### src/mem_pkg.sv
// shared widths, bus encodings and sizing for the load/store path
package mem_pkg;

	////////////////////////////////////////////////////////////////////
	// widths
	////////////////////////////////////////////////////////////////////

	localparam int xlen = 32;          // data and address width
	localparam int rob_tag_width = 5;  // rob entries are 32
	localparam int funct3_width = 3;   // load/store funct3 field

	// response / return tag width on the data bus
	// tag 0 is reserved and means no response
	localparam int bus_tag_width = 4;

	////////////////////////////////////////////////////////////////////
	// sizing and timing
	////////////////////////////////////////////////////////////////////

	localparam int load_buffer_depth = 4;  // entries, power of two
	localparam int mem_latency = 3;        // load accept to data return
	localparam int mem_words = 256;        // 32-bit words, 1 KiB total

	////////////////////////////////////////////////////////////////////
	// encodings
	////////////////////////////////////////////////////////////////////

	// access size, same encoding as funct3[1:0]
	typedef enum logic [1:0] {
		mem_byte = 2'b00,    // lb / lbu / sb
		mem_half = 2'b01,    // lh / lhu / sh
		mem_word = 2'b10,    // lw / sw
		mem_double = 2'b11   // rv64 only, never produced here
	} mem_size;

	// command on the data memory bus
	typedef enum logic [1:0] {
		bus_none = 2'b00,
		bus_load = 2'b01,
		bus_store = 2'b10
	} bus_command;

endpackage

### src/load_buffer.sv
`timescale 1ns/1ps

// in-order load buffer, circular
// entries leave only from the head, when the memory stage writes back
module load_buffer #(
	parameter int depth = mem_pkg::load_buffer_depth  // power of two
) (
	input  logic clock,
	input  logic reset,

	// write side, from load issue
	input  logic issue_valid,
	input  logic [mem_pkg::xlen-1:0] issue_address,
	input  mem_pkg::mem_size issue_size,
	input  logic issue_unsigned,
	input  logic [mem_pkg::rob_tag_width-1:0] issue_rob_tag,

	// read side, to the memory stage
	input  logic pop,
	output logic head_valid,
	output logic [mem_pkg::xlen-1:0] head_address,
	output mem_pkg::mem_size head_size,
	output logic head_unsigned,
	output logic [mem_pkg::rob_tag_width-1:0] head_rob_tag,

	output logic full  // level, back-pressure to dispatch
);

	import mem_pkg::*;

	localparam int pointer_width = (depth > 1) ? $clog2(depth) : 1;

	// entry storage, no reset needed
	logic [xlen-1:0] address_q [depth];
	mem_size size_q [depth];
	logic unsigned_q [depth];
	logic [rob_tag_width-1:0] rob_tag_q [depth];

	logic [pointer_width-1:0] head_pointer;  // oldest load
	logic [pointer_width-1:0] tail_pointer;  // next free slot
	logic [pointer_width:0] count;           // 0 .. depth

	////////////////////////////////////////////////////////////////////
	// pointers and occupancy
	////////////////////////////////////////////////////////////////////

	always_ff @(posedge clock) begin
		if (reset) begin
			head_pointer <= '0;
			tail_pointer <= '0;
			count <= '0;
		end else begin
			if (issue_valid)
				tail_pointer <= tail_pointer + 1'b1;  // wraps at depth
			if (pop)
				head_pointer <= head_pointer + 1'b1;
			// push and pop in the same cycle cancel out
			case ({issue_valid, pop})
				2'b10: count <= count + 1'b1;
				2'b01: count <= count - 1'b1;
				default: count <= count;
			endcase
		end
	end

	// entry write at the tail
	always_ff @(posedge clock) begin
		if (issue_valid) begin
			address_q[tail_pointer] <= issue_address;
			size_q[tail_pointer] <= issue_size;
			unsigned_q[tail_pointer] <= issue_unsigned;
			rob_tag_q[tail_pointer] <= issue_rob_tag;
		end
	end

	////////////////////////////////////////////////////////////////////
	// head view and full level
	////////////////////////////////////////////////////////////////////

	assign head_valid = (count != '0);
	assign head_address = address_q[head_pointer];
	assign head_size = size_q[head_pointer];
	assign head_unsigned = unsigned_q[head_pointer];
	assign head_rob_tag = rob_tag_q[head_pointer];

	// issue_valid is the load sitting in load_issue, it lands next edge
	// counting it here means an accepted dispatch always has a slot
	assign full = (count + issue_valid) >= depth;

endmodule

### config.mk
export PLATFORM = sky130hd
export DESIGN_NAME = load_buffer
export DESIGN_NICKNAME = d
export VERILOG_FILES = /design/src/mem_pkg.sv /design/src/load_buffer.sv
export SDC_FILE = /design/constraint.sdc
export NUM_CORES = 1
export LEC_CHECK = 0
export BUFFER_PORTS_ARGS = -buffer_cell sky130_fd_sc_hd__buf_2
export CORE_MARGIN = 3
export CORE_UTILIZATION = 55
export DETAILED_ROUTE_END_ITERATION = 6
export PLACE_DENSITY = 0.75
export RECOVER_POWER = 100
export SKIP_CTS_REPAIR_TIMING = 1
export SLEW_MARGIN = 25
export SYNTH_ARGS = -nofsm -noshare
export SYNTH_HDL_FRONTEND = slang
export SYNTH_SLANG_ARGS = --single-unit
### constraint.sdc
create_clock -name clock -period 2.1 [get_ports clock]
set_input_delay 0.21 -clock clock [delete_from_list [all_inputs] [get_ports clock]]
set_output_delay 0.21 -clock clock [all_outputs]
set_load 0.05 [all_outputs]
## Word level (Yosys, flattened, before mapping)

Memory sizes are Yosys's and may differ from the RTL's. A register that Yosys moved wholly into a read port is not among the register bits.
Cells that the tools add are included.

| operators by class | value |
|---|---|
| multiplexer cells | 11 |
| reductions and logical operators | 2 |
| eq/ne operators | 2 |
| order comparisons | 1 |
| add/sub/neg operators | 5 |

Operators by type and width:

| kind | count |
|---|---|
| 2-bit 2-to-1 mux | 8 |
| 3-bit one-hot mux with 2 select lines | 1 |
| 2-bit by 1-bit adder with 2-bit output (second input constant) | 2 |
| 3-bit by 1-bit adder with 4-bit output | 1 |
| 4-bit by 3-bit >= comparator with 1-bit output (second input constant) | 1 |
| 3-bit by 1-bit adder with 3-bit output (second input constant) | 1 |
| 3-bit nonzero test | 1 |
| 3-bit by 1-bit subtractor with 3-bit output (second input constant) | 1 |
| 2-bit by 1-bit equality test with 1-bit output (second input constant) | 1 |
| 2-bit equality test (second input constant) | 1 |
| 1-bit 2-to-1 mux | 2 |
| 2-bit nonzero test | 1 |

| word-level totals | value |
|---|---|
| bits in writable memories | 160 |
| output and inout port bits | 42 |
| bits in registers | 7 |
| memories kept | 4 |

Memory list:

| memory | words | bits a word | read ports | clocked after memory_dff | write ports | line | RTL |
|---|---|---|---|---|---|---|---|
| address_q | 4 | 32 | 1 | 1 | 1 | load_buffer.sv:34 | `logic [xlen-1:0] address_q [depth];` |
| rob_tag_q | 4 | 5 | 1 | 1 | 1 | load_buffer.sv:37 | `logic [rob_tag_width-1:0] rob_tag_q [depth];` |
| size_q | 4 | 2 | 1 | 1 | 1 | load_buffer.sv:35 | `mem_size size_q [depth];` |
| unsigned_q | 4 | 1 | 1 | 1 | 1 | load_buffer.sv:36 | `logic unsigned_q [depth];` |

## Longest topological paths before layout

| logic depth | value |
|---|---|
| word-level depth | 3 |
| gate-level depth with buffers | 7 |
| depth with buffers taken out | 6 |

## Worst setup path before layout

OpenSTA, ideal clock, no wires.

| timing | value |
|---|---|
| path kind | flip-flop to flip-flop |
| from | register tail_pointer[0] |
| to | memory address_q[2][0], enable pin |
| arrival time | 1.511 ns |
| setup slack | 0.188 ns |
| path buffers | 0 |
| stages on the path, launching flop included | 4 |
| period minus slack after synthesis | 1.912 ns |
| cell sequence | dfxtp_1 -> inv_1 -> ha_1 -> and2_1 |

RTL lines:

| element | line | RTL |
|---|---|---|
| start, declared | load_buffer.sv:40 | `logic [pointer_width-1:0] tail_pointer;` |
| start signal, assigned | load_buffer.sv:54 | `tail_pointer <= tail_pointer + 1'b1;` |
| end, declared | load_buffer.sv:34 |  |

No word-level cell before the write port.

==> flow_summary.ini <==
[status]
status = finished clean

[logic_synthesis]
ys.flop_type = edfxtp_1
synthArstFlopShare_pct = 0
synth_area_leaders = edfxtp_1, mux4_2, dfxtp_1
synth.largest_area_cell = edfxtp_1
synth.avg_cell_area_um2 = 24.7
synth_area_um2 = 6250
synth_seq_cells = 169
synth.top_cell.area_share_pct = 76.9
ys_types = 20
yosysWarnings = 0
syn_nets = 303
synth_cells = 253
synth_edf_count = 160
synth-seq-area-share_pct = 79.8

[timing]
slew_violations = 0
slew_headroom_pct = 42.8
period_share_pct = 95.4
finalClockSkew_ns = 0.00882
max_freq_mhz = 499
hold_violations = 0
setup_ws_ns = 0.0969
setup_viol = 0
rsz0062_at_grt = false
finalCriticalPeriod_ns = 2.00
fin_tns_setup_ns = 0
tightest_slew_ns = 0.858

[setup_path]
rrSetupSlack_ns = 0.29
path_buf_inv = 2
path_cells = buf_12, mux4_2, clkbuf_2
start_kind = register
max_stage_delay_ns = 0.53
r2r_start = tail_pointer[0]
reg2reg_depth = 3
timing.rr.end = address_q[3][25]
crit_arrival_ns = 1.79
crit_type = register to primary output
crit_fanout = 28
crit_slowest_cell = mux4_2
worst_path_dominant_cell_family = multiplexers
required_ns = 1.89
end_kind = primary output

[cts]
clockRootBuffer = clkbuf_16
path_clk_slew_ns = 0.06
clk_latency_ns = 0.40
cts_tree = yes
clock-sinks = 169
cts_inserted_buffers = 17
h-tree-depth = 4
cts_max_path_buffers = 2

[die]
num_io_pins = 86
fp.dieArea_um2 = 12700
dieWidth_um = 113
dieHeight_um = 113
floorplan.initialDensity_pct = 56.9
core-area_um2 = 11000
core.rowCount = 38

[layout]
nets = 412
final_common_cell = edfxtp_1
drive_above_1_share_pct = 34.4
most-common-layout-cells = edfxtp_1, clkbuf_1, mux4_2, buf_2, clkbuf_2
final_core_util_pct = 67.8
fillers = 726
syn2layout_area_growth_pct = 19.1
diodes = 0

[run]
cap_violations = 0

[power]
ir_drop_mv = 0.586
power_leakage_uw = 0.00248
powerDensity_nw_per_um2 = 1070

[placement]
dp_hpwl_mm = 6.43
routabilityCongestion = 0.679
port-buffer-count = 85
post-place-ws_ns = 0.335

[routing]
drt-pass1-iter-count = 4
vias = 2815
drt-initial-drc-count = 198
drc_errors = 0
via_per_inst = 5.47
ant_nets = 0
routed_wl_mm = 10.1
avgRoutedWirePerCell_um = 19.6

[global_routing]
globalRouteTotalUtil_pct = 17.4
antenna_found_initial = 0
grt_pass1_wl_mm = 16.4
gr-total-overflow = 0
grt_pass1_vias = 3100
grt_max_degree = 41

[hold_path]
hp-class = input port to register
hold_depth = 1
hold_end = address_q[2][19]
min_from = issue_address[19]
## routing by layer
metal / GRT usage, % / wire, µm
met1: 21.8 / 4110
met2: 28.4 / 5320
met3: 6.58 / 572
met4: 5.53 / 62
met5: 0 / 0
## sequential cells by signal (all words and copies together), names as in the netlist, named ones only
name / flops
count: 3
head_pointer: 2
unsigned_q: 4
tail_pointer: 2
address_q: 128
size_q: 8
rob_tag_q: 20
## final cells by class
type	instances	area, µm²	share of cell area (%)
Clock buffer	23	478	6.42
Tap cell	140	175	2.35
Inverter	3	11.3	0.151
Clock inverter	9	100	1.34
Multi-Input combinational cell	70	1140	15.3
Sequential cell	169	4990	67.1
Timing Repair Buffer	101	549	7.38
## worst max-delay path by stage
| stage | to | depth (start not counted) | startpoint | slack, ns |
|---|---|---|---|---|
| 2_1_floorplan | address_q[2][0] | 3 | tail_pointer[0] | 0.19 |
| 3_3_place_gp | count[2] | 7 | issue_valid | 0.43 |
| 3_5_place_dp | count[2] | 7 | issue_valid | 0.34 |
| 4_1_cts | head_address[20] | 3 | register | -0.01 |
| 5_1_grt | head_address[15] | 3 | register | 0.01 |
| 6_report | head_address[14] | 3 | register | 0.1 |
## metrics by stage
stage,std cells,hold slack [ns],instance area [µm²],total power (µW)
2_1_floorplan,253,0.309,6250,4840
4_1_cts,510,-0.00448,7460,8080
5_1_grt,515,0.0613,7440,8300
3_3_place_gp,478,0.420,6890,5100
6_report,515,0.0555,7440,7980
3_5_place_dp,478,0.427,6890,5120
## power by group
group          total, µW  internal (µW)  switching (µW)
logic               1100            337             759
registers           3920           3870            56.2
clock network       2960           1840            1120
## logic make-up after synthesis
group,after synthesis,share of synthesized area [%]
flops,169,79.8
fa+ha+maj,6,1.32
compound gates,3,0.300
xor+xnor,5,0.701
mux,42,14.7
simple gates,14,1.08
buf+inv,14,2.08
## cell usage after synthesis, types with 2 or more instances
| library cell | number |
|---|---|
| buf_12 | 4 |
| ha_1 | 5 |
| xnor2_1 | 3 |
| mux4_2 | 40 |
| or3_1 | 2 |
| clkbuf_1 | 2 |
| dfxtp_1 | 9 |
| nor2_1 | 7 |
| buf_2 | 4 |
| edfxtp_1 | 160 |
| xor2_1 | 2 |
| mux2i_1 | 2 |
| and2_1 | 4 |
| inv_1 | 3 |
(Power assumes the default switching activity.)
