## config.mk

```make
export PLATFORM = sky130hd
export DESIGN_NAME = mem_stage
export DESIGN_NICKNAME = d
export VERILOG_FILES = /design/src/mem_pkg.sv /design/src/mem_stage.sv
export SDC_FILE = /design/constraint.sdc
export NUM_CORES = 1
export LEC_CHECK = 0
export ABC_AREA = 1
export BUFFER_PORTS_ARGS = -buffer_cell sky130_fd_sc_hd__clkbuf_2
export CORE_AREA = 2 2 101 103
export DETAILED_ROUTE_END_ITERATION = 10
export DIE_AREA = 0 0 103 105
export MAX_ROUTING_LAYER = met4
export PLACE_DENSITY_LB_ADDON = 0.3
export SLEW_MARGIN = 25
export SYNTH_ARGS = -nofsm -noshare
export SYNTH_HDL_FRONTEND = slang
export SYNTH_SLANG_ARGS = --single-unit
```

## constraint.sdc

```tcl
create_clock -name clock -period 1.5 [get_ports clock]
set_input_delay 0.3 -clock clock [delete_from_list [all_inputs] [get_ports clock]]
set_output_delay 0.3 -clock clock [all_outputs]
set_load 0.02 [all_outputs]
```

## src/mem_pkg.sv

```systemverilog
// shared widths, bus encodings and sizing for the load/store path
package mem_pkg;

	////////////////////////////////////////////////////////////////////
	// widths
	////////////////////////////////////////////////////////////////////

	localparam int xlen = 32;          // data and address width
	localparam int rob_tag_width = 5;  // rob entries are 32
	localparam int funct3_width = 3;   // load/store funct3 field

	// response / return tag width on the data bus
	// tag 0 is reserved and means no response
	localparam int bus_tag_width = 4;

	////////////////////////////////////////////////////////////////////
	// sizing and timing
	////////////////////////////////////////////////////////////////////

	localparam int load_buffer_depth = 4;  // entries, power of two
	localparam int mem_latency = 3;        // load accept to data return
	localparam int mem_words = 256;        // 32-bit words, 1 KiB total

	////////////////////////////////////////////////////////////////////
	// encodings
	////////////////////////////////////////////////////////////////////

	// access size, same encoding as funct3[1:0]
	typedef enum logic [1:0] {
		mem_byte = 2'b00,    // lb / lbu / sb
		mem_half = 2'b01,    // lh / lhu / sh
		mem_word = 2'b10,    // lw / sw
		mem_double = 2'b11   // rv64 only, never produced here
	} mem_size;

	// command on the data memory bus
	typedef enum logic [1:0] {
		bus_none = 2'b00,
		bus_load = 2'b01,
		bus_store = 2'b10
	} bus_command;

endpackage

```

## src/mem_stage.sv

```systemverilog
`timescale 1ns/1ps

// memory access stage
// stores from commit always win the bus, loads leave from the buffer head
// one load outstanding at a time, matched by its response tag
module mem_stage (
	input  logic clock,
	input  logic reset,

	// head of the load buffer
	input  logic head_valid,
	input  logic [mem_pkg::xlen-1:0] head_address,
	input  mem_pkg::mem_size head_size,
	input  logic head_unsigned,
	input  logic [mem_pkg::rob_tag_width-1:0] head_rob_tag,
	output logic pop,

	// committed stores
	input  logic commit_valid,
	input  logic [mem_pkg::xlen-1:0] commit_address,
	input  logic [mem_pkg::xlen-1:0] commit_data,
	input  logic [mem_pkg::funct3_width-1:0] commit_funct3,

	// data memory bus
	output mem_pkg::bus_command mem_command,
	output logic [mem_pkg::xlen-1:0] mem_address,
	output mem_pkg::mem_size mem_size,
	output logic [mem_pkg::xlen-1:0] mem_store_data,
	input  logic [mem_pkg::bus_tag_width-1:0] mem_response,
	input  logic [mem_pkg::bus_tag_width-1:0] mem_tag,
	input  logic [mem_pkg::xlen-1:0] mem_data,

	// writeback
	output logic wb_valid,
	output logic [mem_pkg::rob_tag_width-1:0] wb_rob_tag,
	output logic [mem_pkg::xlen-1:0] wb_value
);

	import mem_pkg::*;

	typedef enum logic {
		state_ready,     // free to send a load
		state_mem_wait   // load out, watching mem_tag
	} stage_state;

	stage_state state;
	stage_state next_state;
	logic [bus_tag_width-1:0] recorded_response;  // tag of the load in flight
	logic load_done;                              // matching tag came back
	logic [xlen-1:0] lane_data;                   // mem_data moved to bit 0

	////////////////////////////////////////////////////////////////////
	// bus command selection
	////////////////////////////////////////////////////////////////////

	always_comb begin
		if (commit_valid)
			mem_command = bus_store;  // never stalled
		else if (head_valid && state == state_ready)
			mem_command = bus_load;
		else
			mem_command = bus_none;
	end

	// address, size and data follow whichever command won
	always_comb begin
		case (mem_command)
			bus_store: begin
				mem_address = commit_address;
				mem_size = mem_pkg::mem_size'(commit_funct3[1:0]);  // sb/sh/sw
				mem_store_data = commit_data;
			end
			bus_load: begin
				mem_address = head_address;
				mem_size = head_size;
				mem_store_data = '0;
			end
			default: begin
				mem_address = '0;
				mem_size = mem_word;
				mem_store_data = '0;
			end
		endcase
	end

	////////////////////////////////////////////////////////////////////
	// response tracking
	////////////////////////////////////////////////////////////////////

	// tag 0 never matches, it means nothing returned
	assign load_done = (state == state_mem_wait) && (recorded_response != '0) &&
		(mem_tag == recorded_response);

	always_comb begin
		next_state = state;
		case (state)
			state_ready:
				if (mem_command == bus_load)
					next_state = state_mem_wait;  // memory always accepts
			state_mem_wait:
				if (load_done)
					next_state = state_ready;
			default:
				next_state = state_ready;
		endcase
	end

	always_ff @(posedge clock) begin
		if (reset) begin
			state <= state_ready;
			recorded_response <= '0;
		end else begin
			state <= next_state;
			if (mem_command == bus_load)
				recorded_response <= mem_response;  // same-cycle tag
		end
	end

	////////////////////////////////////////////////////////////////////
	// writeback and extension
	////////////////////////////////////////////////////////////////////

	assign wb_valid = load_done;
	assign pop = load_done;          // head retires with its writeback
	assign wb_rob_tag = head_rob_tag;

	// pick the addressed byte / half down to the low bits
	assign lane_data = mem_data >> {head_address[1:0], 3'b000};

	always_comb begin
		case (head_size)
			mem_byte:
				wb_value = head_unsigned ? {{(xlen - 8){1'b0}}, lane_data[7:0]}
					: {{(xlen - 8){lane_data[7]}}, lane_data[7:0]};
			mem_half:
				wb_value = head_unsigned ? {{(xlen - 16){1'b0}}, lane_data[15:0]}
					: {{(xlen - 16){lane_data[15]}}, lane_data[15:0]};
			default:
				wb_value = mem_data;  // word, no extension
		endcase
	end

endmodule

```

After elaboration in Yosys (flattened, before gate mapping):

Cells that the tools add are included.

* equal/unequal tests: 4
* mux-type cells: 11
* shift-type cells: 1
* reductions and logical operators: 5
* bitwise logic cells: 1

Operators by type and width (number)
* 32-bit one-hot mux with 2 select lines: 2
* 32-bit 2-to-1 mux: 3
* 32-bit by 5-bit right shift with 16-bit output: 1
* 2-bit by 1-bit equality test with 1-bit output, second input constant: 2
* 4-bit equality test: 1
* 2-bit one-hot mux with 2 select lines: 1
* 4-bit nonzero test: 1
* 1-bit logical AND: 3
* 1-bit 2-to-1 mux: 3
* 2-bit equality test, second input constant: 1
* 2-bit logical NOT: 1
* 2-bit 2-to-1 mux: 1
* 1-bit one-hot mux with 2 select lines: 1
* 1-bit inverter: 1

* register bits: 5
* output and inout bits: 107
* input port bits: 151
* word-level logic and storage cells: 24

Depth between registers and ports, before layout:

Gate-level depths: netlist of the first run.

* word-level depth: 7
* depth in mapped cells: 8
* gate-level depth less buffers: 7

Worst setup path before layout of the first run:

Ideal clock, no wire load.

* path type: input port to output port
* start point: input head_address[0] (netlist name)
* end point: output wb_value[2] (netlist name)
* buffers on the path: 3
* setup slack: -49 ps
* data required time: 1200 ps
* stages on the path: 7
* arrival: 1249 ps
* cell sequence: buf_6 -> inv_6 -> buf_6 -> buf_6 -> a21oi_1 -> o21ai_1 -> a31oi_1

* cells in the longest elaborated chain, start to end: 3
* elaborated cells on any way between the ends: 4
* classes of those cells: shift: 1; mux: 3

RTL lines
* start, declared: line mem_stage.sv:12 `input logic [mem_pkg::xlen-1:0] head_address,`
* 32-bit by 5-bit right shift with 16-bit output (*): line mem_stage.sv:128 `assign lane_data = mem_data >> {head_address[1:0], 3'b000};`
* 32-bit 2-to-1 mux, on equally long branches: line mem_stage.sv:136, mem_stage.sv:133
* 32-bit one-hot mux with 2 select lines (*): line mem_stage.sv:131 `case (head_size)`
* end, declared: line mem_stage.sv:36 `output logic [mem_pkg::xlen-1:0] wb_value`

Every way passes the cells marked *; elsewhere a longest branch is shown, timed or not.

Worst setup path after layout of the first run:

* start point: input head_address[0] (netlist name)
* end point: output wb_value[24] (netlist name)

Same word-level chain as after synthesis.

==> flow_summary_export.csv, run 1 <==
group,metric,value,unit
run_status,status,"finished with violations",
run_status,violations,"setup timing",
critical_path,crit_path_frequent_cell,"clkbuf_16",
grt,grt_max_degree,39,
route,drcViolationCount,0,
place,post_dp_cell_area,0.00340,mm2
timing,finalHoldViolations,0,
layout,final_cell_count_no_fill,725,
floorplanning,die_h,105,um
clock_network,hold_buffers,0,
critical_path,cp-end-kind,"output pin",
clock_network,cts_tree,"yes",
floorplanning,rows,36,
grt,grt_pass1_wl,15.0,mm
place,numPortBuffers,246,
route,drtIter0Drc,109,
layout,drive_above_1_share,61.5,%
timing,skew,0.0597,ps
floorplanning,fp.dieW,103,um
clock_network,cts_buffers,3,
place,dp_hpwl,8.16,mm
yosys,yosys_warnings,0,
timing,setup_viol,53,
yosys,ys_async_sr_fraction,0,%
grt,first_global_vias,3253,
yosys,netlist_instances,329,
yosys,yosysUniqueCellTypes,27,
yosys,yosysSeqAreaShare,5.26,%
timing,fmax,589,MHz
route,ant_nets,0,
yosys,synth_area_per_cell,5.78,um2
route,wl,10.5,mm
floorplanning,io_pins,258,
yosys,syn-num-nets,480,
floorplanning,die_area,0.0108,mm2
place,numPlacedInstances,704,
yosys,synthFlopType,"dfxtp_1",
timing,slew_violations,0,
critical_path,worst_path_largest_cell_delay,200,ps
floorplanning,start_util,19.7,%
route,viasPerCell,4.59,
critical_path,cp_max_fo,6,
grt,grtUsageTotal,17.6,%
clock_network,clkLatencyLatePin,220,ps
layout,diodes,0,
grt,antenna_found_initial,0,
route,wl_per_cell,14.5,um
timing,min_period_over_period,113,%
critical_path,path_cells,"clkbuf_16 > clkinv_8 > buf_6 > nand2_4 > o21ai_4 > nand3_4 > clkbuf_16 > o211ai_2 > clkbuf_8",
floorplanning,core_area,0.00964,mm2
critical_path,crit_family,"buffers and inverters",
route,dr.pass1.iters,4,
power,p_per_area,449,mW/mm2
layout,syn_to_final_growth,134,%
timing,fin_crit,1700,ps
clock_network,cts-root-buf,"clkbuf_8",
place,gp_congestion,0.883,
run,cap_violations,0,
timing,rsz0062_at_grt,"true",
worst_hold_path,hp-class,"in2reg",
yosys,synth_area,0.00190,mm2
critical_path,crit_slowest_cell,"clkbuf_16",
clock_network,cts_sinks,5,
clock_network,ctsHtreeMaxLevel,1,
critical_path,crit_arrival,1400,ps
yosys,synth_edf_count,0,
grt,grt-ovfl-total,0,
timing,worst_slack,-197,ps
power,peakVddDrop,0.000272,V
critical_path,cp-start-kind,"input pin",
critical_path,crit_buf_inv,5,
route,vias,3325,
critical_path,required,1200,ps
critical_path,path_class,"in2out",
layout,final_cell_area,0.00445,mm2
timing,worstMarginPinSlew,233,ps
clock_network,cts_buffer_depth,2,
power,leakage,2.64,nW
timing,slew_headroom,84.4,%
layout,layout.nets,744,
yosys,ys_ff_latch,5,
clock_network,path_clk_slew,30,ps
## cell type report
type                    instances  area [um2]
multi-input cells             217        1530
repair buffers                291        2310
flip-flops and latches          5         104
fillers                       962        5190
well taps                     133         166
inverters                      75         304
clock buffers                   4        45.0
## state kept, by name, summed over array words and instances (netlist names)
signal and flops:
recorded_response 4, state 1
## path summary, 6_finish.rpt
kind / start / end / slack [ps] / cells after the start
hold reg to reg: recorded_response[2] / recorded_response[2] / 480 / 2
setup / recovery: head_address[0] / wb_value[24] / -200 / 9
setup reg to reg: recorded_response[1] / state / 430 / 8
hold / removal: reset / state / 300 / 2
## power by group
| group | leakage (nW) | internal, mW | total (mW) | switching, mW |
|---|---|---|---|---|
| Sequential | 0.0423 | 0.145 | 0.151 | 0.00599 |
| Combinational | 2.58 | 0.794 | 1.60 | 0.810 |
| Clock | 0.0228 | 0.182 | 0.243 | 0.0608 |
## per-stage QoR
stage / TNS (ps) / worst slack (ps) / hold slack, ps / util, % / power (mW)
6_report: -4850 / -197 / 300 / 46.2 / 2.00
3_3_place_gp: -4820 / -171 / 487 / 35.3 / 1.35
5_1_grt: -8170 / -217 / 314 / 46.2 / 2.12
4_1_cts: -5440 / -163 / 299 / 42.5 / 1.86
3_5_place_dp: -5710 / -203 / 474 / 35.3 / 1.36
2_1_floorplan: -114 / -48.6 / 369 / - / 0.854
## cell families after synthesis
group           Yosys count  share of synthesized area [%]
flops                     5                           5.26
simple gates            101                           24.7
compound gates          116                           43.9
buf+inv                 107                           26.1
## timing repair
action | 4_1_cts | 5_1_grt
pin swaps | 12 | 32
setup endpoints to repair | 68 | 68
gates cloned | 3 | 4
gates resized for setup | 142 | 100
setup buffers | 6 | 6
## placed cells by master, fill, tap and decap left out, types with 2 or more instances in the layout
| cell | instances |
|---|---|
| o21ai_2 | 5 |
| buf_4 | 35 |
| o21ai_1 | 24 |
| a21oi_2 | 11 |
| clkbuf_8 | 34 |
| nand3_4 | 3 |
| clkbuf_2 | 176 |
| buf_16 | 2 |
| buf_8 | 15 |
| a22o_4 | 8 |
| a21oi_1 | 8 |
| a22o_1 | 22 |
| o211ai_2 | 12 |
| inv_2 | 3 |
| o211ai_1 | 4 |
| buf_2 | 2 |
| nand2_1 | 70 |
| buf_6 | 20 |
| nor2_2 | 2 |
| a21oi_4 | 3 |
| clkbuf_16 | 4 |
| a211oi_1 | 4 |
| a31oi_2 | 4 |
| nand3_2 | 9 |
| buf_12 | 6 |
| dfxtp_2 | 3 |
| a31oi_1 | 3 |
| nor2_1 | 15 |
| dfxtp_1 | 2 |
| inv_1 | 69 |
| o21ai_0 | 5 |
## cells in the mapped netlist (2+ instances only)
master / number / area share (%)
o21ai_1: 11 / 2.9
buf_6: 6 / 3.6
a21oi_1: 22 / 5.8
nand3_2: 8 / 4.2
nand3_1: 3 / 0.79
clkbuf_1: 4 / 0.79
o211ai_1: 4 / 1.6
dfxtp_1: 5 / 5.3
o21ai_0: 22 / 5.8
buf_4: 8 / 3.2
a31oi_1: 7 / 2.3
nand2_1: 70 / 14
inv_1: 73 / 14
nor2_1: 16 / 3.2
buf_2: 10 / 2.6
a22o_1: 30 / 14
a211oi_1: 4 / 1.6
nand3_4: 2 / 1.8
o211ai_2: 13 / 8.5
buf_1: 4 / 0.79
## routing by layer
layer	routed length [um]	track usage [%]	vias up
met4	337	5.73	0
met5	0	-	-
met2	5450	32.8	196
met1	3890	18.9	1502
met3	868	2.01	22
li1	-	-	1605
Note: power is estimated with default switching activity, not from simulation.
==> run 2: changes to the inputs <==
--- a/config.mk
+++ b/config.mk
@@ -7,9 +7,11 @@
 export LEC_CHECK = 0
 export ABC_AREA = 1
 export BUFFER_PORTS_ARGS = -buffer_cell sky130_fd_sc_hd__clkbuf_2
-export CORE_AREA = 2 2 101 103
+export CELL_PAD_IN_SITES_DETAIL_PLACEMENT = 2
+export CELL_PAD_IN_SITES_GLOBAL_PLACEMENT = 2
+export CORE_MARGIN = 2
+export CORE_UTILIZATION = 12
 export DETAILED_ROUTE_END_ITERATION = 10
-export DIE_AREA = 0 0 103 105
 export MAX_ROUTING_LAYER = met4
 export PLACE_DENSITY_LB_ADDON = 0.3
 export SLEW_MARGIN = 25
==> run 2 against run 1 <==
  * Clock skew grew 0.90 ps
  * Global-route usage shrank 3.7 points
  * Core utilization shrank 17 points
  * The run still ends with setup timing left
  * Design area grew 3.4%
  * Via count grew 1.1%
  * Final cell count grew 13%
  * Highest routed layer unchanged
==> flow_summary_export.csv, run 2 (synthesis results as in run 1) <==
group,metric,value,unit
floorplanning,die_area,0.0169,mm2
layout,nFillCells,1865,
critical_path,worst_path_largest_cell_delay,180,ps
route,viasPerCell,4.11,
timing,finalHoldViolations,0,
floorplanning,fp.dieW,130,um
place,numPortBuffers,246,
critical_path,crit_arrival,1390,ps
grt,grt_pass1_wl,18.2,mm
power,p_per_area,478,mW/mm2
run,cap_violations,0,
clock_network,cts-root-buf,"clkbuf_16",
critical_path,cp-end-kind,"output pin",
layout,final_cell_mix,"clkbuf_2 (175), nand2_1 (68), inv_1 (66), clkbuf_8 (41), buf_4 (40)",
floorplanning,core_area,0.0157,mm2
timing,worstMarginPinSlew,299,ps
clock_network,cts_buffers,3,
grt,grt_max_degree,26,
layout,largest_register_ffs,4,
critical_path,crit_family,"buffers and inverters",
critical_path,cp_max_fo,8,
worst_hold_path,hp-class,"in2reg",
timing,slew_headroom,80.0,%
clock_network,path_clk_slew,30,ps
route,wl_per_cell,16.0,um
timing,fmax,590,MHz
timing,rsz0062_at_grt,"true",
route,ant_nets,0,
timing,worst_slack,-195,ps
critical_path,cp-start-kind,"input pin",
layout,final_cell_count_no_fill,817,
grt,grtUsageTotal,13.9,%
layout,final_common_cell,"clkbuf_2",
place,numPlacedInstances,789,
power,leakage,2.66,nW
route,vias,3360,
route,dr.pass1.iters,4,
timing,min_period_over_period,113,%
layout,regMostFlops,"recorded_response",
floorplanning,io_pins,258,
timing,timing.hold.ws,322,ps
clock_network,cts_sinks,5,
layout,layout.nets,750,
critical_path,path_cells,"clkbuf_16 > inv_8 > buf_12 > nand2_4 > o21ai_4 > nand3_4 > buf_12 > o211ai_1 > buf_4",
clock_network,clkLatencyLatePin,230,ps
timing,fin_crit,1690,ps
layout,top_regs,"recorded_response: 4 flops, state: 1 flops",
clock_network,ctsHtreeMaxLevel,1,
layout,seq_area,105,um2
critical_path,crit_slowest_cell,"buf_4",
critical_path,crit_buf_inv,5,
floorplanning,die_h,130,um
timing,skew,0.957,ps
clock_network,cts_buffer_depth,2,
critical_path,required,1200,ps
route,wl,13.1,mm
layout,multi_input_area,0.00148,mm2
critical_path,crit_path_frequent_cell,"buf_12",
clock_network,hold_buffers,0,
route,drtIter0Drc,30,
place,gp_congestion,0.790,
floorplanning,start_util,12.1,%
run_status,status,"finished with violations",
floorplanning,rows,46,
run_status,violations,"setup timing",
layout,drive_above_1_share,61.5,%
timing,setup_viol,66,
grt,grt-ovfl-total,0,
power,peakVddDrop,0.000229,V
critical_path,path_class,"in2out",
timing,slew_violations,0,
grt,first_global_vias,3583,
layout,syn_to_final_growth,142,%
grt,antenna_found_initial,3,
clock_network,cts_tree,"yes",
place,dp_hpwl,10.5,mm
route,drcViolationCount,0,
-- run 2: worst register-to-register path: cells and delay by family (launching register included) --
kind            cells  cell delay, ps
buf+inv             5             590
flops               1             320
compound gates      1             280
simple gates        1              90
-- run 2: what timing repair did --
item | CTS | global route
cloned | 3 | 3
resized for setup | 137 | 85
buffers inserted | 6 | 12
pin swaps | 5 | 23
endpoints found under the setup margin | 68 | 69
-- run 2: through the flow --
step                instance area, um2  setup slack, ps  utilization, %  power [mW]  setup TNS, ps
finish                            4600             -195            29.3        2.20          -8690
global route                      4600             -264            29.3        2.34         -12220
CTS                               4280             -199            27.2        2.09          -7460
detailed placement                3520             -270            22.4        1.40          -9460
global placement                  3520             -226            22.4        1.38          -7690
floorplan                         1930            -48.6               -       0.854           -114
-- run 2: area by class of cell --
type / count / share of cell area [%]
Clock buffer: 4 / 1.71
Multi-Input combinational cell: 217 / 32.0
Inverter: 75 / 6.44
Antenna cell: 3 / 0.163
Tap cell: 216 / 5.87
Sequential cell: 5 / 2.28
Timing Repair Buffer: 297 / 51.5
-- run 2: final timing paths --
path                                to            startpoint  slack (ps)  cells after the start
hold reg to reg   recorded_response[0]  recorded_response[0]         500                      2
hold / removal                   state                 reset         320                      2
setup / recovery          wb_value[16]       head_address[0]        -190                      9
setup reg to reg  recorded_response[2]                 state          90                      7
-- run 2: layer usage --
layer,part of all wire (%),global-route usage [%]
met5,0,-
met4,0.57,1.71
met3,8.1,3.28
met2,55,27.5
met1,36,14.2
-- run 2: power by group --
group | leakage, nW | total (mW) | internal [mW] | switching (mW)
Combinational | 2.58 | 1.60 | 0.787 | 0.817
Sequential | 0.0427 | 0.153 | 0.145 | 0.00801
Clock | 0.0382 | 0.442 | 0.352 | 0.0895
Total | 2.66 | 2.20 | 1.28 | 0.914
