<file path="src/mem_pkg.sv">
// shared widths, bus encodings and sizing for the load/store path
package mem_pkg;

	////////////////////////////////////////////////////////////////////
	// widths
	////////////////////////////////////////////////////////////////////

	localparam int xlen = 32;          // data and address width
	localparam int rob_tag_width = 5;  // rob entries are 32
	localparam int funct3_width = 3;   // load/store funct3 field

	// response / return tag width on the data bus
	// tag 0 is reserved and means no response
	localparam int bus_tag_width = 4;

	////////////////////////////////////////////////////////////////////
	// sizing and timing
	////////////////////////////////////////////////////////////////////

	localparam int load_buffer_depth = 4;  // entries, power of two
	localparam int mem_latency = 3;        // load accept to data return
	localparam int mem_words = 256;        // 32-bit words, 1 KiB total

	////////////////////////////////////////////////////////////////////
	// encodings
	////////////////////////////////////////////////////////////////////

	// access size, same encoding as funct3[1:0]
	typedef enum logic [1:0] {
		mem_byte = 2'b00,    // lb / lbu / sb
		mem_half = 2'b01,    // lh / lhu / sh
		mem_word = 2'b10,    // lw / sw
		mem_double = 2'b11   // rv64 only, never produced here
	} mem_size;

	// command on the data memory bus
	typedef enum logic [1:0] {
		bus_none = 2'b00,
		bus_load = 2'b01,
		bus_store = 2'b10
	} bus_command;

endpackage

</file>
<file path="src/load_issue.sv">
`timescale 1ns/1ps

// load issue: one register stage between dispatch and the load buffer
// computes the effective address and decodes the access size
module load_issue (
	input  logic clock,
	input  logic reset,

	// dispatch side
	input  logic dispatch_valid,
	input  logic [mem_pkg::xlen-1:0] dispatch_base,
	input  logic [mem_pkg::xlen-1:0] dispatch_offset,
	input  logic [mem_pkg::funct3_width-1:0] dispatch_funct3,
	input  logic [mem_pkg::rob_tag_width-1:0] dispatch_rob_tag,

	// toward the load buffer
	output logic issue_valid,
	output logic [mem_pkg::xlen-1:0] issue_address,
	output mem_pkg::mem_size issue_size,
	output logic issue_unsigned,
	output logic [mem_pkg::rob_tag_width-1:0] issue_rob_tag
);

	import mem_pkg::*;

	logic [xlen-1:0] effective_address;  // agu result
	mem_size decoded_size;

	// agu, plain 32-bit add, no overflow check
	assign effective_address = dispatch_base + dispatch_offset;

	// funct3[1:0] is the size, funct3[2] marks lbu/lhu
	assign decoded_size = mem_size'(dispatch_funct3[1:0]);

	////////////////////////////////////////////////////////////////////
	// issue strobe
	////////////////////////////////////////////////////////////////////

	always_ff @(posedge clock) begin
		if (reset) begin
			issue_valid <= 1'b0;
		end else begin
			issue_valid <= dispatch_valid;  // one cycle behind dispatch
		end
	end

	////////////////////////////////////////////////////////////////////
	// payload, only loaded on a dispatch
	////////////////////////////////////////////////////////////////////

	always_ff @(posedge clock) begin
		if (dispatch_valid) begin
			issue_address <= effective_address;
			issue_size <= decoded_size;
			issue_unsigned <= dispatch_funct3[2];  // top bit = unsigned
			issue_rob_tag <= dispatch_rob_tag;
		end
	end

endmodule

</file>
<file path="config.mk">
export PLATFORM = sky130hd
export DESIGN_NAME = load_issue
export DESIGN_NICKNAME = d
export VERILOG_FILES = /design/src/mem_pkg.sv /design/src/load_issue.sv
export SDC_FILE = /design/constraint.sdc
export NUM_CORES = 1
export LEC_CHECK = 0
export ABC_AREA = 1
export BUFFER_PORTS_ARGS = -buffer_cell sky130_fd_sc_hd__buf_2
export CELL_PAD_IN_SITES_DETAIL_PLACEMENT = 1
export CELL_PAD_IN_SITES_GLOBAL_PLACEMENT = 2
export CORE_MARGIN = 5
export CORE_UTILIZATION = 29
export CTS_CLUSTER_DIAMETER = 30
export DETAILED_ROUTE_END_ITERATION = 10
export PLACE_DENSITY = 0.85
export SLEW_MARGIN = 20
export SYNTH_ARGS = -nofsm -noshare
export SYNTH_HDL_FRONTEND = slang
export SYNTH_SLANG_ARGS = --single-unit
</file>
<file path="constraint.sdc">
create_clock -name clock -period 3.8 [get_ports clock]
set_clock_uncertainty 0.1 [all_clocks]
set_input_delay 0.76 -clock clock [delete_from_list [all_inputs] [get_ports clock]]
set_output_delay 0.76 -clock clock [all_outputs]
set_load 0.01 [all_outputs]
</file>
* After elaboration in Yosys (flattened, before gate mapping)
Index checks and enable logic that the tools add are counted.
** Storage, ports and cells
- Output and inout bits :: 41
- Register bits :: 41
- Word-level logic and storage cells :: 6
- Input port bits :: 75
** Cells by class
- $add $sub $neg :: 1
** Operator list (number)
- 32-bit adder :: 1

* Longest topological paths before layout
Gate-level depths: netlist of run 1.
- Depth in word-level cells :: 1
- Mapped depth :: 12
- Gate-level depth less buffers :: 12

* Least setup slack after synthesis of run 1
Ideal clock, no wire load.
- Path kind :: in2reg
- Start point :: input port dispatch_base[0] (netlist name)
- End point :: register issue_address[28] (netlist name), data pin
- Data required time :: 3.448 ns
- Setup time :: 0.252 ns
- Arrival time :: 2.051 ns
- Slack :: 1.396 ns
- Buffers on the path :: 0
- Stages on the path :: 12
- Cell sequence :: ha_1 -> fa_1 -> nand3_1 -> nand3_2 -> nand2_1 -> nand2_2 -> nand2_1 -> nand2_2 -> nand2_1 -> nand2_1 -> nand2_1 -> nand2_1
** Between the ends
- Word-level cells in the longest chain between the ends :: 1
** Ends and longest elaborated chain
- start: declaration :: line load_issue.sv:11 : input logic [mem_pkg::xlen-1:0] dispatch_base,
- 32-bit adder :: line load_issue.sv:30 : assign effective_address = dispatch_base + dispatch_offset;
- named net effective_address[28] :: line load_issue.sv:26 : logic [xlen-1:0] effective_address;
- end signal: assignment :: line load_issue.sv:53 : issue_address <= effective_address;
- end: declaration :: line load_issue.sv:18 : output logic [mem_pkg::xlen-1:0] issue_address,
The timed path passes the listed nets, and every way through them passes these cells.
A chain may end at the register's enable or synchronous reset.

* Worst setup path after layout of run 1
Ends and elaborated chain as after synthesis.

==> flow_results.org, run 1 <==
** Clock network
- Number of sinks on the clock net :: 41
- Clock-pin slew was measured on the worst setup and hold paths at 0.07 ns.
- The clock tree synthesis step divided the H-tree into 2 levels.
- Counting along the longest clock path gives a buffer depth of 2.
- CTS buffer count :: 5
- # hold bufs at CTS :: 0
- In this run, post-CTS repair resized a total of 0 instances.
- TritonCTS built the clock tree.
- Cell chosen for the clock root :: clkbuf_16
- Buffer count from post-CTS setup fixing :: 0

** Floorplan
- Initial core utilization :: 29.8%
- The die is 122 um wide.
- 116 I/O pins were placed.
- The floorplan has 40 rows.
- Die Area :: 0.0148 mm2
- The total area inside the core boundary comes to 0.0121 mm2.
- Overall die height :: 122 um

** Pwr
- Worst-case vdd ir drop :: 0.177 mV
- Cell leakage power :: 2.65 nW
- Power per cell area :: 344 mW/mm2

** Layout
- Once layout is done, the placed cells without fillers occupy 0.00455 mm2.
- The net count of the finished layout is 766.
- Counting the fill cells in the layout gives 1660.
- Number of antenna diodes :: 0
- Area Overhead vs Synth :: 25.9%
- Of the cells placed in the final design, the portion with a size suffix greater than 1 is 22.7%.

** Flow run
- Max-cap violation count :: 0

** Yosys
- Post-Syn Area :: 0.00361 mm2
- After synthesis, flip-flops and latches occupy 33.8% of the total area.
- Yosys mapped the design onto 22 distinct sky130hd cell types.
- Number of nets in the synthesized netlist :: 644
- Mean instance size in the synthesized netlist :: 6.73 um2
- The synthesized design contains 41 register bits.
- Synthesis produced 537 cells.
- Count of yosys warnings during synthesis :: 0

** Status
- The run finished with clean final reports.

** Drt
- In the final routed layout, each cell accounts on average for 13.8 um.
- For this run, design rule violations remaining after detail routing come to 0.
- Dividing the detail-routed via count by the number of cells gives 4.39.
- Drt first-iter violations :: 146
- The detailed router placed 3638 vias in this run.
- Iteration count of the initial detailed-routing pass :: 4
- Final WL :: 11400 um
- ANT nets after route :: 0

** Place
- Number of input and output port buffers inserted :: 115
- In this run the cell area measured after placement is 0.00440 mm2.
- Half-perimeter wire length after detailed placement :: 9810 um
- Final weighted congestion of routability-driven global placement :: 0.846

** STA
- Total negative slack for setup checks :: 0 ns
- Measured against its own limit, the worst slew margin works out to 34.0%.
- Post-Route Hold Slack :: 0.523 ns
- Count of final max-slew check failures :: 0
- Final period util :: 63.4%
- After layout, the minimum clock period comes to 2.41 ns.
- The number of hold violations in the final report was 0.
- RSZ-0062 raised after global routing :: no
- For the pin with the worst max-slew slack, the measured transition is 0.990 ns.
- Final setup violation count :: 0
- Static timing analysis puts the maximum clock frequency at 415 MHz.

** Worst setup path
- Worst path required time :: 3.75 ns
- Startpoint-to-endpoint class of the critical path :: primary input to flop
- Largest fanout on the critical path :: 4
- Kind of start point of the critical path :: primary input
- Worst Path Arrival :: 2.37 ns
- The worst setup path is captured at a flop.

** GRT
- Vias in the first global route :: 3821
- Summed over all layers, the global routing overflow is 0.
- Entering global routing, the biggest net connects 42 pins.
- Wire length of the first global-routing pass :: 18500 um
- Overall global routing resource usage :: 15.7%
- The initial antenna violation count was 0.

** Min path
- Along the worst hold path, the cell count comes to 2.
- The startpoint identified for the worst hold timing path is reset.
- HP Class :: primary input to flop
- Worst hold endpoint :: issue_valid$_SDFF_PP0_
worst max-delay path, cell delays in order:
cell,delay (ns)
buf_2,0.10
ha_1,0.22
fa_1,0.48
nand3_1,0.15
nand3_2,0.08
nand2_1,0.08
nand2_2,0.08
nand2_1,0.08
nand2_2,0.07
nand2_1,0.10
nand2_1,0.05
nand2_1,0.06
nand2_1,0.04
final cells by class:
class / instances / area [um2] / share of cell area (%)
inverters: 113 / 424 / 9.32
clock inverters: 3 / 25.0 / 0.550
flip-flops and latches: 41 / 1220 / 26.8
multi-input cells: 383 / 1970 / 43.3
well taps: 168 / 210 / 4.62
clock buffers: 5 / 125 / 2.75
repair buffers: 115 / 576 / 12.7
cell families (layout without fill, tap and decap cells):
| family | after synthesis | after routing | synth area share (%) |
|---|---|---|---|
| XOR/XNOR | 16 | 16 | 3.88 |
| AND/OR/NAND/NOR | 312 | 312 | 35.8 |
| flip-flops | 41 | 41 | 33.8 |
| adder cells (fa/ha/maj) | 32 | 32 | 11.3 |
| AO/OA/AOI/OAI | 23 | 23 | 3.50 |
| buffers and inverters | 113 | 236 | 11.7 |
layout by cell type, fill, tap and decap left out:
| cell type | instances |
|---|---|
| clkinv_4 | 1 |
| nand4_1 | 3 |
| edfxtp_1 | 40 |
| nand2_1 | 221 |
| a21oi_2 | 1 |
| inv_6 | 1 |
| nor2_2 | 2 |
| or2_4 | 1 |
| xnor2_1 | 2 |
| fa_1 | 1 |
| a21oi_1 | 19 |
| nand2_2 | 14 |
| o21bai_1 | 2 |
| a21o_1 | 1 |
| clkbuf_16 | 5 |
| nor3_2 | 2 |
| clkinvlp_4 | 1 |
| nand3_1 | 23 |
| nand3_2 | 4 |
| xor2_1 | 14 |
| inv_1 | 110 |
| inv_2 | 3 |
| buf_2 | 115 |
| dfxtp_1 | 1 |
| ha_1 | 31 |
| nor3_1 | 3 |
| nor2_1 | 39 |
registers in the layout, indices dropped and copies added, names as in the netlist:
signal and count:
issue_address 32, issue_rob_tag 5, issue_size 2, issue_unsigned 1, issue_valid 1
power by group:
group          leakage, nW  total (mW)  internal, mW  switching, mW
combinational         2.18       0.522         0.195          0.327
clock               0.0704       0.451         0.247          0.204
sequential           0.399       0.593         0.577         0.0160
metal layers:
metal  share of wire (%)  vias to the layer above  global-route usage (%)
met5                   0                        -                       0
met4                 1.0                        0                    3.78
met3                 3.3                        7                    2.14
met2                  51                       53                    28.1
met1                  45                     1693                    20.0
li1                    -                     1885                       -
synth_stat cells:
cell type | n | area share, %
nor2_2 | 2 | 0.35
dfxtp_1 | 1 | 0.55
o21bai_1 | 2 | 0.42
nor3_2 | 2 | 0.55
a21oi_2 | 1 | 0.24
nand2_1 | 221 | 23
inv_1 | 110 | 11
a21o_1 | 1 | 0.21
a21oi_1 | 19 | 2.6
or2_4 | 1 | 0.24
inv_2 | 3 | 0.31
xnor2_1 | 2 | 0.48
nand4_1 | 3 | 0.52
fa_1 | 1 | 0.55
nand2_2 | 14 | 2.4
nand3_1 | 23 | 3.2
xor2_1 | 14 | 3.4
nor3_1 | 3 | 0.42
nand3_2 | 4 | 1.1
nor2_1 | 39 | 4.1
ha_1 | 31 | 11
edfxtp_1 | 40 | 33
stage by stage:
stage / worst slack, ns / instances / power, mW / util (%)
global placement: 1.13 / 820 / 1.12 / 36.3
finish: 1.39 / 828 / 1.57 / 37.6
floorplan: 1.40 / 537 / 0.923 / -
detailed placement: 1.08 / 820 / 1.13 / 36.3
global route: 1.24 / 828 / 1.67 / 37.6
CTS: 1.39 / 828 / 1.59 / 37.6
worst max-delay path by stage:
stage | to | cells past startpoint | slack, ns | startpoint
final | issue_address[28]$_DFFE_PP_ | 13 | 1.39 | dispatch_base[0]
after global routing | issue_address[28]$_DFFE_PP_ | 13 | 1.24 | dispatch_base[0]
after CTS | issue_address[28]$_DFFE_PP_ | 13 | 1.39 | dispatch_base[0]
after detailed placement | issue_address[28]$_DFFE_PP_ | 13 | 1.08 | dispatch_base[0]
after global placement | issue_address[28]$_DFFE_PP_ | 13 | 1.13 | dispatch_base[0]
after floorplan | issue_address[28]$_DFFE_PP_ | 12 | 1.40 | dispatch_base[0]
(Power assumes the default switching activity.)
==> inputs of run 2 (changes only) <==
- ABC_AREA: 1 -> 0
- CORE_UTILIZATION: 29 -> 27
- PLACE_DENSITY: 0.85 -> 0.77
- clock period: 3.8 -> 1.9 ns (I/O delays scaled with it)
==> flow_results.org, run 2 <==
** Drt
- The number of DRC markers after the initial detailed-route iteration was 103 (-29%).
- ANT nets after route :: 0 (unchanged)
- Iteration count of the initial detailed-routing pass :: 4 (unchanged)
- The overall via count from detail_route was 3068 (-16%).
- Wire length per cell after detailed routing :: 16.4 um (+19%)
- The number of design rule violations left after detail routing was 0 (unchanged).
- Final WL :: 10300 um (-9.6%)
- Vias per Instance :: 4.86 (+11%)

** STA
- The headroom to the max-slew limit came to 76.3% (+42 points).
- The slew at the pin closest to its max-slew limit was 0.355 ns (-0.635 ns).
- Final period util :: 121%
- For the finished layout, the period the worst path requires is 2.30 ns.
- The final number of max-transition violations was 0 (unchanged).
- The setup total negative slack was -3.05 ns (-3.05 ns).
- Final count of hold timing violations :: 0 (unchanged)
- The number of setup violations in the final report was 19 (+19).
- The smallest setup slack after layout was -0.401 ns (-1.79 ns).
- Maximum frequency from static timing analysis :: 435 MHz
- RSZ-0062 raised after global routing :: yes

** Yosys
- Synth Area in Adders :: 13.7% (+2.4 points)
- By area, the combinational part of the netlist is dominated by compound AO/OA/AOI/OAI gates.
- The count of flip-flops with a built-in enable after synthesis came to 40 (unchanged).
- The sequential area share after synthesis is 41.0% (+7.2 points).
- Most instantiated cells after synthesis :: 40 x edfxtp_1, 31 x ha_1, 29 x a21oi_1, 19 x a21o_1, 19 x nand2_1
- Fraction of the mapped netlist area in compound gates :: 23.3% (+20 points)
- The cell area after synthesis was 0.00298 mm2 (-18%).
- The post-synthesis average cell area came to 10.6 um2 (+57%).
- The net count after synthesis is 389 (-40%).
- Cell with the most instances after synthesis :: edfxtp_1
- Share of the synthesized area in the top cell type :: 40.4% (+7.1 points)
- Post-synthesis xor/xnor area fraction :: 8.24% (+4.4 points)
- Post-synth ARST share :: 0% (unchanged)
- Count of yosys warnings during synthesis :: 0 (unchanged)
- Post-synthesis mux area share :: 0.673% (+0.67 points)
- The simple logic cell fraction of the synthesized area was 10.8% (-25 points).
- The synthesis-stage register bit count came to 41 (unchanged).
- By area the synthesized netlist is led by edfxtp_1 40%, ha_1 13%, a21oi_1 4.9%.
- In the synthesized netlist the dominant register cell turns out to be edfxtp_1.
- Count of different cell masters after synthesis :: 53 (+140%)
- Biggest area consumer among synthesized cells :: edfxtp_1
- The gate count after technology mapping was 282 (-47%).

** Flow run
- Max-cap violation count :: 0 (unchanged)

** Layout
- Final standard cell utilization of the core :: 47.6% (+10 points)
- Largest reg by FF count :: issue_address
- Area Overhead vs Synth :: 73.5%
- The number of diodes was 0 (unchanged).
- The largest registers in the layout are issue_address: 32 flops, issue_rob_tag: 5 flops, issue_size: 2 flops.
- The share of layout cells above drive strength 1 came to 59.7% (+37 points).
- Leading cell types in the layout, fill and taps excluded :: 102 x buf_2, 89 x buf_4, 40 x edfxtp_1, 19 x a21o_1, 19 x buf_6
- Max FFs per register :: 32 (unchanged)
- Post-layout instance area :: 0.00516 mm2 (+13%)
- Most frequent standard cell in the layout excluding fill and tap cells :: buf_2
- The final net count was 597 (-22%).

** Pwr
- Power per cell area :: 662 mW/mm2 (+92%)
- The leakage dissipation was 2.29 nW (-14%).
- Fraction of power consumed by sequential logic :: 35.0% (-2.9 points)
- Share of total power consumed by net switching :: 31.7% (-3.2 points)
- PnR Total Power :: 3.42 mW (+120%)
- Combinational group share of total power :: 42.4% (+9.1 points)
- The net switching power came to 1.08 mW (+98%).
- Internal power :: 2.33 mW (+130%)
- Fraction of power consumed by the clock network :: 22.6% (-6.2 points)
- Worst-case vdd ir drop :: 0.293 mV (+65%)

** Floorplan
- Overall die height :: 115 um (-5.5%)
- Core outline area :: 0.0108 mm2 (-10%)
- The horizontal die dimension was 115 um (-5.5%).
- The total I/O pin count was 116 (unchanged).
- The number of standard-cell rows in the floorplan came to 38 (-5.0%).
- The die outline area came to 0.0132 mm2 (-11%).
- The starting density of the core is 27.4% (-2.4 points).

** Clock network
- The sink count of the clock tree came to 41 (unchanged).
- The total clock buffers created by CTS came to 5 (unchanged).
- Buffers from clock root to sink, at most :: 2 (unchanged)
- The maximum level of the CTS H-tree was 2 (unchanged).
- The count of hold buffers inserted by post-cts repair is 0 (unchanged).
- Clock transition at the register clock pins on the worst setup and hold paths after CTS :: 0.09 ns (+0.02 ns)
- Clock tree synthesis selected as its root buffer the cell clkbuf_8.
- TritonCTS built the clock tree.

** GRT
- Overall global routing resource usage :: 15.2% (-0.54 points)
- The number of global-route vias before repair came to 3372 (-12%).
- The largest net degree at the start of global routing was 42 (unchanged).
- The total global routing overflow is 0 (unchanged).
- The wire length of the first global-routing pass was 16300 um (-12%).
- Initial antenna violation count :: 0 (unchanged)

** Place
- The placed wire-length estimate after detailed placement is 8320 um (-15%).
- Worst setup slack before clock tree synthesis :: -0.762 ns (-1.84 ns)
- The number of buffer cells added on primary ports is 115 (unchanged).
- Final weighted congestion of routability-driven global placement :: 0.775 (-8.4%)
- The placed cell area is 0.00464 mm2 (+5.4%).

** Worst setup path
- The setup path with the least slack is of type primary input to flop.
- Worst Path Arrival :: 2.25 ns (-0.12 ns)
- The worst setup path is launched from a primary input.
- The worst setup path is captured at a flop.
- Largest fanout on the critical path :: 5 (+1)
- The required time at the endpoint of the critical path was 1.85 ns (-1.90 ns).

** Min path
- HP Class :: primary input to flop

** Status
- Violated checks :: setup timing
- Status :: finished with violations
[run 2: cell types whose count changed in the layout (fill, tap and decap cells not counted), moves of 17 or more]
cell	before	now
a21o_1	1	19
buf_6	0	19
inv_1	110	5
nand2_1	221	16
nor2_1	39	11
buf_4	0	89
ha_1	31	14
[run 2: cell families (layout without fill, tap and decap cells)]
group	count (synthesis)	count (layout)
muxes	2	2
AOI/OAI and AO/OA	97	97
DFF	41	41
buffers and inverters	16	225
and+or+nand+nor	66	66
xor gates and xnor gates	28	28
adders and majority gates	32	32
[run 2: power groups by stage]
| stage | combinational, mW | clock, mW | sequential (mW) |
|---|---|---|---|
| after floorplan | 0.632 | 0 | 1.29 |
| after global placement | 1.27 | 0 | 1.21 |
| after detailed placement | 1.31 | 0 | 1.22 |
| after CTS | 1.39 | 0.793 | 1.20 |
| after global routing | 1.57 | 0.838 | 1.21 |
| final | 1.45 | 0.771 | 1.19 |
[run 2: worst max-delay path: stages]
cell	delay (ns)
buf_6	0.10
ha_4	0.28
and3_4	0.18
o211ai_1	0.10
o21bai_4	0.21
a22oi_4	0.26
a31oi_4	0.11
o311a_1	0.29
or3_1	0.34
[run 2: final cells by class]
| cell class | instances | area, um2 |
|---|---|---|
| fillers | 1197 | 5680 |
| multi-input cells | 225 | 2210 |
| repair buffers | 211 | 1410 |
| inverters | 6 | 22.5 |
| flip-flops and latches | 41 | 1220 |
| clock inverters | 2 | 37.5 |
| clock buffers | 6 | 82.6 |
| well taps | 140 | 175 |
[run 2: repair_timing]
item                       in CTS  in global routing
resized for setup              37                 23
buffers inserted                6                 10
setup endpoints to repair      18                 18
pin swaps                      20                 22
[run 2: path summary, 6_finish.rpt]
check	start	to	slack, ns	depth (start not counted)
hold / removal	reset	issue_valid$_SDFF_PP0_	0.13	2
setup / recovery	dispatch_offset[10]	issue_address[31]$_DFFE_PP_	-0.40	9
[run 2: layer usage]
layer | wire (um) | global-route usage [%] | vias to the layer above | part of all wire [%]
met2 | 5470 | 28.4 | 78 | 53
met3 | 513 | 2.37 | 5 | 5.0
met4 | 63 | 2.58 | 0 | 0.61
met5 | 0 | 0 | - | 0
li1 | - | - | 1498 | -
met1 | 4300 | 18.5 | 1487 | 42
[run 2: stage by stage]
stage | instances | hold WS [ns]
6_report | 631 | 0.132
5_1_grt | 631 | 0.123
4_1_cts | 622 | 0.124
3_5_place_dp | 609 | 0.444
3_3_place_gp | 609 | 0.435
2_1_floorplan | 282 | 0.352
